[src/hdl/emmc_cmd_pkg.sv]
package emmc_cmd_pkg;

    localparam int FRAME_BITS = 48;
    // start, direction, index and argument, all covered by the crc
    localparam int HEAD_BITS  = 40;
    // response start bit must show up within this many cycles
    localparam int NCR_MAX    = 64;

    typedef logic [5:0]            cmd_index_t;
    typedef logic [31:0]           cmd_arg_t;
    typedef logic [6:0]            crc7_t;
    typedef logic [FRAME_BITS-1:0] frame_t;
    // holds a frame bit index as well as the response wait count
    typedef logic [$clog2(NCR_MAX)-1:0] bit_cnt_t;

    typedef struct packed {
        cmd_index_t index;
        cmd_arg_t   arg;
        logic       resp_expected;
    } cmd_req_t;

    typedef struct packed {
        logic crc_err;
        logic index_err;
        logic timeout;
    } dev_flags_t;

    typedef struct packed {
        cmd_arg_t   status;
        dev_flags_t flags;
        logic       valid;
    } resp_t;

    typedef struct packed {
        dev_flags_t dev0;
        dev_flags_t dev1;
        logic       mismatch;
    } cmd_status_t;

    typedef enum logic [1:0] {
        TX_IDLE,
        TX_SHIFT,
        TX_WAIT_RESP
    } tx_state_e;

    typedef enum logic [1:0] {
        RX_IDLE,
        RX_WAIT_START,
        RX_SHIFT,
        RX_DONE
    } rx_state_e;

endpackage

[src/hdl/cmd_crc7.sv]
`timescale 1ns/1ns

module cmd_crc7 import emmc_cmd_pkg::*; (
    input  logic  sd_clk_i,
    input  logic  arst_n_i,
    input  logic  clear_i,
    input  logic  shift_i,
    input  logic  bit_i,
    output crc7_t crc_o
);

    crc7_t crc_q;
    logic  fb;

    // x^7 + x^3 + 1
    assign fb = bit_i ^ crc_q[6];

    always_ff @(posedge sd_clk_i or negedge arst_n_i) begin
        if (!arst_n_i) begin
            crc_q <= '0;
        end else if (clear_i) begin
            crc_q <= '0;
        end else if (shift_i) begin
            crc_q <= {crc_q[5:3], crc_q[2] ^ fb, crc_q[1:0], fb};
        end
    end

    assign crc_o = crc_q;

endmodule

[src/hdl/cmd_frame_tx.sv]
`timescale 1ns/1ns

module cmd_frame_tx import emmc_cmd_pkg::*; (
    input  logic       sd_clk_i,
    input  logic       arst_n_i,
    input  logic       start_i,
    input  cmd_req_t   req_i,
    output logic       cmd_o,
    output logic       cmd_oe_o,
    output logic       tx_end_o,
    output cmd_index_t index_o,
    output logic       resp_expected_o
);

    tx_state_e  state_q;
    bit_cnt_t   cnt_q;
    frame_t     shift_q;
    cmd_index_t index_q;
    logic       resp_exp_q;
    crc7_t      crc;
    logic       in_crc;
    logic       tx_bit;
    logic       last_bit;

    // crc field sits between the head and the end bit
    assign in_crc   = (cnt_q >= bit_cnt_t'(HEAD_BITS)) &&
                      (cnt_q < bit_cnt_t'(FRAME_BITS-1));
    assign tx_bit   = in_crc ? crc[6] : shift_q[FRAME_BITS-1];
    assign last_bit = (state_q == TX_SHIFT) && (cnt_q == bit_cnt_t'(FRAME_BITS-1));

    // feeding the msb back empties the crc register msb first
    cmd_crc7 i_crc (
        .sd_clk_i (sd_clk_i),
        .arst_n_i (arst_n_i),
        .clear_i  (start_i),
        .shift_i  ((state_q == TX_SHIFT) && !last_bit),
        .bit_i    (tx_bit),
        .crc_o    (crc)
    );

    always_ff @(posedge sd_clk_i or negedge arst_n_i) begin
        if (!arst_n_i) begin
            state_q    <= TX_IDLE;
            cnt_q      <= '0;
            index_q    <= '0;
            resp_exp_q <= 1'b0;
        end else begin
            case (state_q)
                TX_IDLE: begin
                    if (start_i) begin
                        index_q    <= req_i.index;
                        resp_exp_q <= req_i.resp_expected;
                        cnt_q      <= '0;
                        state_q    <= TX_SHIFT;
                    end
                end
                TX_SHIFT: begin
                    cnt_q <= cnt_q + 1'b1;
                    if (last_bit) begin
                        cnt_q   <= '0;
                        state_q <= resp_exp_q ? TX_WAIT_RESP : TX_IDLE;
                    end
                end
                // line released, hold off for at least one response length
                TX_WAIT_RESP: begin
                    cnt_q <= cnt_q + 1'b1;
                    if (cnt_q == bit_cnt_t'(FRAME_BITS-1))
                        state_q <= TX_IDLE;
                end
                default: state_q <= TX_IDLE;
            endcase
        end
    end

    // start, direction, index, argument, then ones past the head
    always_ff @(posedge sd_clk_i) begin
        if ((state_q == TX_IDLE) && start_i)
            shift_q <= {2'b01, req_i.index, req_i.arg, 8'hff};
        else if (state_q == TX_SHIFT)
            shift_q <= {shift_q[FRAME_BITS-2:0], 1'b1};
    end

    assign cmd_oe_o        = (state_q == TX_SHIFT);
    assign cmd_o           = cmd_oe_o ? tx_bit : 1'b1;
    assign tx_end_o        = last_bit;
    assign index_o         = index_q;
    assign resp_expected_o = resp_exp_q;

    // host must wait for the previous command to finish
    a_start_idle: assert property (@(posedge sd_clk_i) disable iff (!arst_n_i)
        start_i |-> (state_q == TX_IDLE));

endmodule

[src/hdl/resp_frame_rx.sv]
`timescale 1ns/1ns

module resp_frame_rx import emmc_cmd_pkg::*; (
    input  logic       sd_clk_i,
    input  logic       arst_n_i,
    input  logic       arm_i,
    input  cmd_index_t index_i,
    input  logic       cmd_i,
    output resp_t      resp_o
);

    rx_state_e               state_q;
    bit_cnt_t                cnt_q;
    logic [FRAME_BITS-2:0]   shift_q;
    frame_t                  rx_frame;
    cmd_arg_t                status_q;
    dev_flags_t              flags_q;
    crc7_t                   crc;
    logic                    start_seen;
    logic                    expired;
    logic                    last_bit;

    assign rx_frame   = {shift_q, cmd_i};
    assign start_seen = (state_q == RX_WAIT_START) && !cmd_i;
    assign expired    = (state_q == RX_WAIT_START) && cmd_i &&
                        (cnt_q == bit_cnt_t'(NCR_MAX-1));
    assign last_bit   = (state_q == RX_SHIFT) && (cnt_q == bit_cnt_t'(FRAME_BITS-1));

    // start bit counts as the first of the 40 covered bits
    cmd_crc7 i_crc (
        .sd_clk_i (sd_clk_i),
        .arst_n_i (arst_n_i),
        .clear_i  (arm_i),
        .shift_i  (start_seen ||
                   ((state_q == RX_SHIFT) && (cnt_q < bit_cnt_t'(HEAD_BITS)))),
        .bit_i    (cmd_i),
        .crc_o    (crc)
    );

    always_ff @(posedge sd_clk_i or negedge arst_n_i) begin
        if (!arst_n_i) begin
            state_q <= RX_IDLE;
            cnt_q   <= '0;
        end else begin
            case (state_q)
                RX_IDLE: begin
                    if (arm_i) begin
                        cnt_q   <= bit_cnt_t'(1);
                        state_q <= RX_WAIT_START;
                    end
                end
                RX_WAIT_START: begin
                    cnt_q <= cnt_q + 1'b1;
                    if (start_seen) begin
                        cnt_q   <= bit_cnt_t'(1);
                        state_q <= RX_SHIFT;
                    end else if (expired) begin
                        state_q <= RX_DONE;
                    end
                end
                RX_SHIFT: begin
                    cnt_q <= cnt_q + 1'b1;
                    if (last_bit)
                        state_q <= RX_DONE;
                end
                default: state_q <= RX_IDLE;
            endcase
        end
    end

    always_ff @(posedge sd_clk_i) begin
        if (start_seen || (state_q == RX_SHIFT))
            shift_q <= rx_frame[FRAME_BITS-2:0];
        if (expired) begin
            status_q <= '0;
            flags_q  <= '{crc_err: 1'b0, index_err: 1'b0, timeout: 1'b1};
        end else if (last_bit) begin
            // index 45:40, status 39:8, crc 7:1
            status_q          <= rx_frame[39:8];
            flags_q.crc_err   <= (rx_frame[7:1] != crc);
            flags_q.index_err <= (rx_frame[45:40] != index_i);
            flags_q.timeout   <= 1'b0;
        end
    end

    assign resp_o.status = status_q;
    assign resp_o.flags  = flags_q;
    assign resp_o.valid  = (state_q == RX_DONE);

    a_valid_pulse: assert property (@(posedge sd_clk_i) disable iff (!arst_n_i)
        resp_o.valid |=> !resp_o.valid);

endmodule

[src/hdl/resp_merge.sv]
`timescale 1ns/1ns

module resp_merge import emmc_cmd_pkg::*; (
    input  logic        sd_clk_i,
    input  logic        arst_n_i,
    input  logic        start_i,
    input  logic        tx_end_i,
    input  logic        resp_expected_i,
    input  resp_t       resp0_i,
    input  resp_t       resp1_i,
    output logic        busy_o,
    output logic        done_o,
    output cmd_status_t status_o,
    output cmd_arg_t    response_o
);

    resp_t       resp0_q;
    resp_t       resp1_q;
    resp_t       r0;
    resp_t       r1;
    logic        got0_q;
    logic        got1_q;
    logic        busy_q;
    logic        done_q;
    logic        both_in;
    logic        no_resp;
    logic        finish;
    cmd_status_t status_q;
    cmd_arg_t    response_q;

    // a result arriving this cycle counts as already held
    assign r0      = resp0_i.valid ? resp0_i : resp0_q;
    assign r1      = resp1_i.valid ? resp1_i : resp1_q;
    assign both_in = busy_q && (got0_q || resp0_i.valid) && (got1_q || resp1_i.valid);
    assign no_resp = tx_end_i && !resp_expected_i;
    assign finish  = both_in || no_resp;

    always_ff @(posedge sd_clk_i or negedge arst_n_i) begin
        if (!arst_n_i) begin
            busy_q <= 1'b0;
            done_q <= 1'b0;
            got0_q <= 1'b0;
            got1_q <= 1'b0;
        end else begin
            done_q <= finish;
            if (start_i)
                busy_q <= 1'b1;
            else if (done_q)
                busy_q <= 1'b0;
            if (start_i || finish) begin
                got0_q <= 1'b0;
                got1_q <= 1'b0;
            end else begin
                if (busy_q && resp0_i.valid)
                    got0_q <= 1'b1;
                if (busy_q && resp1_i.valid)
                    got1_q <= 1'b1;
            end
        end
    end

    always_ff @(posedge sd_clk_i) begin
        if (resp0_i.valid)
            resp0_q <= resp0_i;
        if (resp1_i.valid)
            resp1_q <= resp1_i;
        if (no_resp) begin
            status_q   <= '0;
            response_q <= '0;
        end else if (both_in) begin
            status_q.dev0     <= r0.flags;
            status_q.dev1     <= r1.flags;
            status_q.mismatch <= !(|r0.flags) && !(|r1.flags) && (r0.status != r1.status);
            response_q        <= r0.status;
        end
    end

    assign busy_o     = busy_q;
    assign done_o     = done_q;
    assign status_o   = status_q;
    assign response_o = response_q;

    a_done_busy: assert property (@(posedge sd_clk_i) disable iff (!arst_n_i)
        done_o |-> busy_o);

endmodule

[src/hdl/raid0_cmd_top.sv]
`timescale 1ns/1ns

module raid0_cmd_top import emmc_cmd_pkg::*; (
    input  logic        sd_clk_i,
    input  logic        arst_n_i,
    input  logic        start_i,
    input  cmd_req_t    req_i,
    output logic        sd_cmd0_o,
    output logic        sd_cmd0_oe_o,
    input  logic        sd_cmd0_i,
    output logic        sd_cmd1_o,
    output logic        sd_cmd1_oe_o,
    input  logic        sd_cmd1_i,
    output logic        busy_o,
    output logic        done_o,
    output cmd_status_t status_o,
    output cmd_arg_t    response_o
);

    logic       tx_cmd;
    logic       tx_oe;
    logic       tx_end;
    logic       resp_expected;
    cmd_index_t tx_index;
    resp_t      resp0;
    resp_t      resp1;

    cmd_frame_tx i_tx (
        .sd_clk_i        (sd_clk_i),
        .arst_n_i        (arst_n_i),
        .start_i         (start_i),
        .req_i           (req_i),
        .cmd_o           (tx_cmd),
        .cmd_oe_o        (tx_oe),
        .tx_end_o        (tx_end),
        .index_o         (tx_index),
        .resp_expected_o (resp_expected)
    );

    // both devices get the same command bit
    assign sd_cmd0_o    = tx_cmd;
    assign sd_cmd0_oe_o = tx_oe;
    assign sd_cmd1_o    = tx_cmd;
    assign sd_cmd1_oe_o = tx_oe;

    resp_frame_rx i_rx0 (
        .sd_clk_i (sd_clk_i),
        .arst_n_i (arst_n_i),
        .arm_i    (tx_end && resp_expected),
        .index_i  (tx_index),
        .cmd_i    (sd_cmd0_i),
        .resp_o   (resp0)
    );

    resp_frame_rx i_rx1 (
        .sd_clk_i (sd_clk_i),
        .arst_n_i (arst_n_i),
        .arm_i    (tx_end && resp_expected),
        .index_i  (tx_index),
        .cmd_i    (sd_cmd1_i),
        .resp_o   (resp1)
    );

    resp_merge i_merge (
        .sd_clk_i        (sd_clk_i),
        .arst_n_i        (arst_n_i),
        .start_i         (start_i),
        .tx_end_i        (tx_end),
        .resp_expected_i (resp_expected),
        .resp0_i         (resp0),
        .resp1_i         (resp1),
        .busy_o          (busy_o),
        .done_o          (done_o),
        .status_o        (status_o),
        .response_o      (response_o)
    );

endmodule

[config.mk]
export PLATFORM = sky130hd
export DESIGN_NAME = raid0_cmd_top
export DESIGN_NICKNAME = d
export VERILOG_FILES = /design/src/hdl/emmc_cmd_pkg.sv /design/src/hdl/cmd_crc7.sv /design/src/hdl/cmd_frame_tx.sv /design/src/hdl/resp_frame_rx.sv /design/src/hdl/resp_merge.sv /design/src/hdl/raid0_cmd_top.sv
export SDC_FILE = /design/constraint.sdc
export NUM_CORES = 1
export LEC_CHECK = 0
export ABC_AREA = 1
export BUFFER_PORTS_ARGS = -buffer_cell sky130_fd_sc_hd__buf_2
export CAP_MARGIN = 30
export CELL_PAD_IN_SITES_DETAIL_PLACEMENT = 1
export CELL_PAD_IN_SITES_GLOBAL_PLACEMENT = 1
export CORE_MARGIN = 4
export CORE_UTILIZATION = 40
export CTS_BUF_LIST = sky130_fd_sc_hd__clkbuf_4 sky130_fd_sc_hd__clkbuf_8
export DETAILED_ROUTE_END_ITERATION = 8
export PLACE_DENSITY_LB_ADDON = 0.1
export SLEW_MARGIN = 5
export SYNTH_ARGS = -nofsm -noshare
export SYNTH_HDL_FRONTEND = slang
export SYNTH_SLANG_ARGS = --single-unit
[constraint.sdc]
create_clock -name sd_clk_i -period 3.3 [get_ports sd_clk_i]
set_clock_uncertainty 0.1 [all_clocks]
set_input_delay 0.495 -clock sd_clk_i [delete_from_list [all_inputs] [get_ports sd_clk_i]]
set_output_delay 0.495 -clock sd_clk_i [all_outputs]
set_load 0.02 [all_outputs]
==> out/results.ini, run 1 <==
[outcome]
status=complete, no violations

[placement]
io_buffers=88
dpl.hpwl_mm=26.1
gp_congestion=0.756
post-place-ws_ns=0.747

[die]
die_w_um=200
row_count=70
die-area_mm2=0.0400
design.core.area_mm2=0.0365
ioPinCount=89
die_h_um=200
initial_utilization_pct=40.4

[worst_setup_path]
end_kind=primary output
worst_ep_arrival_time_ns=2.02
start_kind=register
required_ns=2.70
cp_max_fo=9
path_class=reg2out

[synth]
synth_cell_types=45
async_reset_ff_share_pct=15.3
synth_most_common_cell=nand2_1
synth_nets=1704
syn_inst=1642
yosys-top-cells-count=nand2_1, dfxtp_1, inv_1
yosysSeqAreaShare_pct=60.2
synth_ff_type=dfxtp_1
ys_seq_elements=365
synth_top_cell_by_area=edfxtp_1
synth_area_leaders=edfxtp_1, dfxtp_1, nand2_1, dfrtp_1, o21ai_0
syn_area_mm2=0.0147
syn_area_per_cell_um2=8.98
synth_edf_count=128
synth_warnings=0
yosysTopAreaCellShare_pct=26.1

[clock_network]
clock-sinks=365
postCtsSetupRepairBufs=0
cts_made_buffers=67
cts_resized=0
cts_tree=done
clockBufferDepth=3
htreeDepth=3
cts_root_buffer=clkbuf_8
insertion_delay_ns=0.59
postCtsHoldBufs=2
clk_pin_slew_ns=0.06

[drt]
drt_iter0_drc=453
drc=0
wl_per_cell_um=16.8
viasPerCell=4.89
ant_nets=0
first_pass_iters=4
vias=11100
drt_wl_total_mm=38.2

[timing]
period_share_pct=79.4
fmax_mhz=382
setup_ws_ns=0.681
hold_viol=0
drv_slew=0
finalSetupViolCount=0
worst-slew-pin-transition_ns=0.614
rsz0062_at_grt=false
final.min_clock_period_ns=2.62
fin_setup_tns_ns=0
relSlewSlack_pct=59.1

[finish]
n_fill_cell=4259
drive_gt1_share_pct=14.9
nNetsFinal=1821
area_delta_synth_final_pct=15.3

[global_route]
grt_overflow=0
gr-usage-met1_pct=24.5
grt_pass1_wl_mm=62.1
globalRoute.busiestLayer=met2
grt_util_all_layers_pct=19.5
grt_antenna_before_repair=0
grt_use_met3_pct=4.31
met2_usage_pct=33.7
grt_max_degree=62
grt_pass1_vias=11800

[power]
p_leak_nw=7.88
max-vdd-ir-drop_mv=0.366
pwr_density_cell_mw_per_mm2=601

[hold_path]
hp-class=in2reg

[flow_run]
maxCapViolCount=0

sequential cells by signal, indices dropped and copies added (netlist names), 2 cells and up:
name,count
i_rx0.cnt_q,6
i_merge.status_o,7
i_rx1.status_q,32
i_tx.shift_q,40
i_tx.index_o,6
i_rx0.state_q,2
i_rx1.shift_q,45
i_rx1.cnt_q,6
i_rx1.i_crc.crc_o,7
i_rx1.resp_o,3
i_merge.response_o,32
i_rx0.i_crc.crc_o,7
i_rx0.resp_o,3
i_tx.i_crc.crc_o,7
i_merge.resp0_q,35
i_rx0.shift_q,45
i_rx0.status_q,32
i_merge.resp1_q,35
i_tx.state_q,2
i_tx.cnt_q,6
i_rx1.state_q,2
layer usage:
metal | up-vias | wire length [um] | part of all wire (%)
met4 | 0 | 825 | 2.2
met3 | 58 | 1620 | 4.2
met5 | - | 0 | 0
met2 | 160 | 18800 | 49
li1 | 5539 | - | -
met1 | 5373 | 17000 | 44
critical path, cell delays in order (launching register included):
cell     delay, ns
dfrtp_1       0.40
inv_1         0.11
ha_1          0.39
inv_1         0.16
nor2_1        0.15
nand2_1       0.07
buf_2         0.16
cell usage in the layout, fill, tap and decap left out, types with 24 or more instances in the layout:
master,netlist,final
nand2_1,532,530
dfxtp_1,181,181
inv_1,171,171
o21ai_0,148,148
edfxtp_1,128,128
nor2_1,99,99
buf_2,11,88
a21oi_1,81,81
clkbuf_8,0,81
dfrtp_1,56,56
clkbuf_4,0,36
nand3_1,24,24
power by group:
| part | internal, mW | switching [mW] |
|---|---|---|
| Sequential | 4.89 | 0.145 |
| Combinational | 0.275 | 0.440 |
| Clock | 2.61 | 1.85 |
worst paths after layout:
path / from / endpoint / slack (ns) / cells past startpoint
setup / recovery: i_tx.state_q[1] / sd_cmd0_o / 0.68 / 6
max in group asynchronous: arst_n_i / i_rx0.i_crc.crc_o[4] / 2.35 / 4
setup reg to reg: i_rx1.state_q[0] / i_merge.status_o[0] / 0.73 / 13
min in group asynchronous: arst_n_i / i_tx.state_q[0] / 0.36 / 3
hold / removal: sd_cmd0_i / i_rx0.shift_q[0] / 0.06 / 1
hold reg to reg: i_rx1.shift_q[15] / i_rx1.shift_q[16] / 0.34 / 0
metrics by stage:
step	cells	instance area [um2]	hold WS (ns)	utilization, %	power [mW]
after floorplan	1642	14700	0.0994	-	5.59
after global placement	2155	15600	0.330	42.6	5.82
after detailed placement	2155	15600	0.332	42.6	5.85
after CTS	2276	17000	0.00513	46.5	10.4
after global routing	2277	17000	0.0235	46.5	10.7
final	2278	17000	0.0555	46.5	10.2
cell type report:
type	count	area, um2	area share, %
flip-flops and latches	365	8870	52.2
multi-input cells	1030	4770	28.1
clock inverters	2	7.51	0.0442
repair buffers	111	668	3.93
diodes	1	2.50	0.0147
clock buffers	117	1390	8.15
well taps	468	586	3.45
inverters	184	699	4.12
cells by family (layout without fill, tap and decap cells):
group | count (synthesis) | after routing | share of synthesized area, %
other | 0 | 1 | 0
and+or+nand+nor | 691 | 691 | 18.5
xor gates and xnor gates | 22 | 22 | 1.31
adders and majority gates | 18 | 18 | 1.53
AOI/OAI and AO/OA | 299 | 299 | 11.0
DFF | 365 | 365 | 60.2
buffers and inverters | 247 | 414 | 7.53
Note: power is estimated with default switching activity, not from simulation.
==> inputs of run 2 (changes only) <==
==> constraint.sdc (replaced) <==
create_clock -name sd_clk_i -period 2.25 [get_ports sd_clk_i]
set_clock_uncertainty 0.1 [all_clocks]
set_input_delay 0.3375 -clock sd_clk_i [delete_from_list [all_inputs] [get_ports sd_clk_i]]
set_output_delay 0.3375 -clock sd_clk_i [all_outputs]
set_load 0.02 [all_outputs]
==> run 2 against run 1 <==
  * Critical path depth up 1
  * Largest cell class unchanged
  * Highest routed layer unchanged
  * Final area up 4.2%
  * Hold slack better by 0.031 ns
  * Critical path type unchanged
  * Sequential cell count unchanged
  * Die area unchanged
  * Routed wire length up 5.6%
==> out/results.ini, run 2 (synthesis gave the netlist of run 1 again) <==
[worst_setup_path]
cp_common_cell=nand2_2
r2r_end=i_merge.status_o[0]
end_kind=primary output
r2r_setup_slack_ns=0.10
required_ns=1.81
endpoint=sd_cmd1_o
crit_path_top_delay_cell=dfrtp_1
path_buf_inv=2
reg2reg_depth=15
start_kind=register
r2r_start=i_rx1.state_q[0]
crit_cells=7
crit_family=flip-flops
cp_max_fo=3
cp_slowest_stage_delay_ns=0.38
path_cells=ha_2 > nand2_4 > inv_2 > o21ai_2 > nand2_2 > nand2_2 > buf_6
worst_ep_arrival_time_ns=1.79
path_class=reg2out
cp-startpoint=i_tx.cnt_q[1]

[global_route]
grt_pass1_wl_mm=64.7
grt_pass1_vias=12300
grt_antenna_before_repair=0
grt_max_degree=57
grt_overflow=0
grt_util_all_layers_pct=20.3

[power]
max-vdd-ir-drop_mv=0.424
pwr_density_cell_mw_per_mm2=829
p_leak_nw=8.20

[drt]
first_pass_iters=4
vias=11400
wl_per_cell_um=17.2
drc=0
drt_iter0_drc=470
viasPerCell=4.88
drt_wl_total_mm=40.3
ant_nets=0

[finish]
nNetsFinal=1881
drive_gt1_share_pct=15.7
n_antenna_cell=0
layoutNonFillerInstCount=2339
layout_commonest_cell=nand2_1
layout_common_cells=nand2_1, dfxtp_1, inv_1
area_delta_synth_final_pct=20.1
finalInstanceArea_mm2=0.0177
reg.largest.list=i_rx0.shift_q x45, i_rx1.shift_q x45, i_tx.shift_q x40

[clock_network]
clockBufferDepth=3
clock-sinks=365
cts_root_buffer=clkbuf_8
cts_tree=done
clk_pin_slew_ns=0.06
insertion_delay_ns=0.65
cts_made_buffers=61
htreeDepth=2

[timing]
fmax_mhz=449
final.min_clock_period_ns=2.23
rsz0062_at_grt=true
hold_viol=0
fin_setup_tns_ns=0
relSlewSlack_pct=66.1
worst-slew-pin-transition_ns=0.509
finalSetupViolCount=0
period_share_pct=99.0
drv_slew=0

[die]
design.core.area_mm2=0.0365
initial_utilization_pct=40.4
die_h_um=200
die_w_um=200
die-area_mm2=0.0400
row_count=70
ioPinCount=89

[placement]
place_inst=2174
dpl.hpwl_mm=27.4
placed_area_mm2=0.0158
gp_congestion=0.771
io_buffers=88

[hold_path]
hp-class=in2async

[flow_run]
maxCapViolCount=0

[outcome]
status=complete, no violations

run 2: changes by cell type in the layout (fill, tap and decap cells not counted), moves of 9 or more:
cell	delta
dlygate4sd3_1	+41
buf_4	+14
clkbuf_4	-15
clkinv_1	+9
buf_12	+9
run 2: how the worst min path moves through the flow:
| stage | from | depth (start not counted) | slack [ns] | endpoint |
|---|---|---|---|---|
| 2_1_floorplan | arst_n_i | 0 | -0.06 | i_merge.busy_o |
| 3_3_place_gp | arst_n_i | 1 | 0.23 | i_rx1.i_crc.crc_o[3] |
| 3_5_place_dp | arst_n_i | 1 | 0.23 | i_rx1.i_crc.crc_o[3] |
| 4_1_cts | arst_n_i | 2 | 0.04 | i_rx1.i_crc.crc_o[3] |
| 5_1_grt | arst_n_i | 2 | 0.09 | i_rx1.i_crc.crc_o[3] |
| 6_report | arst_n_i | 2 | 0.09 | i_rx1.i_crc.crc_o[3] |
run 2: worst register-to-register path, delay by kind of cell (launching register included):
family | cells | cell delay (ns)
AND/OR/NAND/NOR | 11 | 0.87
buffers and inverters | 3 | 0.34
flip-flops | 1 | 0.43
adder cells (fa/ha/maj) | 1 | 0.29
run 2: repair_timing:
item	4_1_cts	5_1_grt
hold endpoints to repair	108	0
hold buffers	43	0
gates resized for setup	16	15
pin swaps	7	4
buffers inserted	3	3
cloned	0	1
setup endpoints to repair	4	37
run 2: layer usage:
| layer | routed length (um) | track usage [%] | up-vias | share of wire [%] |
|---|---|---|---|---|
| li1 | - | - | 5670 | - |
| met2 | 20600 | 36.6 | 189 | 51 |
| met5 | 0 | 0 | - | 0 |
| met1 | 17100 | 24.7 | 5505 | 42 |
| met4 | 758 | 5.46 | 0 | 1.9 |
| met3 | 1840 | 4.40 | 59 | 4.6 |
run 2: metrics by stage:
stage / util (%) / hold WS, ns / setup slack (ns) / power (mW)
2_1_floorplan: - / -0.0581 / 0.171 / 8.20
3_3_place_gp: 43.3 / 0.228 / -0.0423 / 8.57
3_5_place_dp: 43.3 / 0.233 / 0.0180 / 8.61
4_1_cts: 48.3 / 0.0404 / 0.0104 / 14.9
5_1_grt: 48.5 / 0.0948 / -0.118 / 15.4
6_report: 48.5 / 0.0863 / 0.0236 / 14.7
run 2: where the power goes:
| group | switching (mW) | total, mW | internal (mW) |
|---|---|---|---|
| Combinational | 0.675 | 1.15 | 0.471 |
| Clock | 2.75 | 6.14 | 3.39 |
| Sequential | 0.213 | 7.39 | 7.18 |
| Total | 3.64 | 14.7 | 11.0 |
run 2: final cells by class:
class	count	area, um2
Multi-Input combinational cell	1030	4850
Timing Repair Buffer	177	1410
Inverter	184	709
Clock inverter	18	86.3
Fill cell	4198	18800
Clock buffer	97	1200
Sequential cell	365	8870
Tap cell	468	586
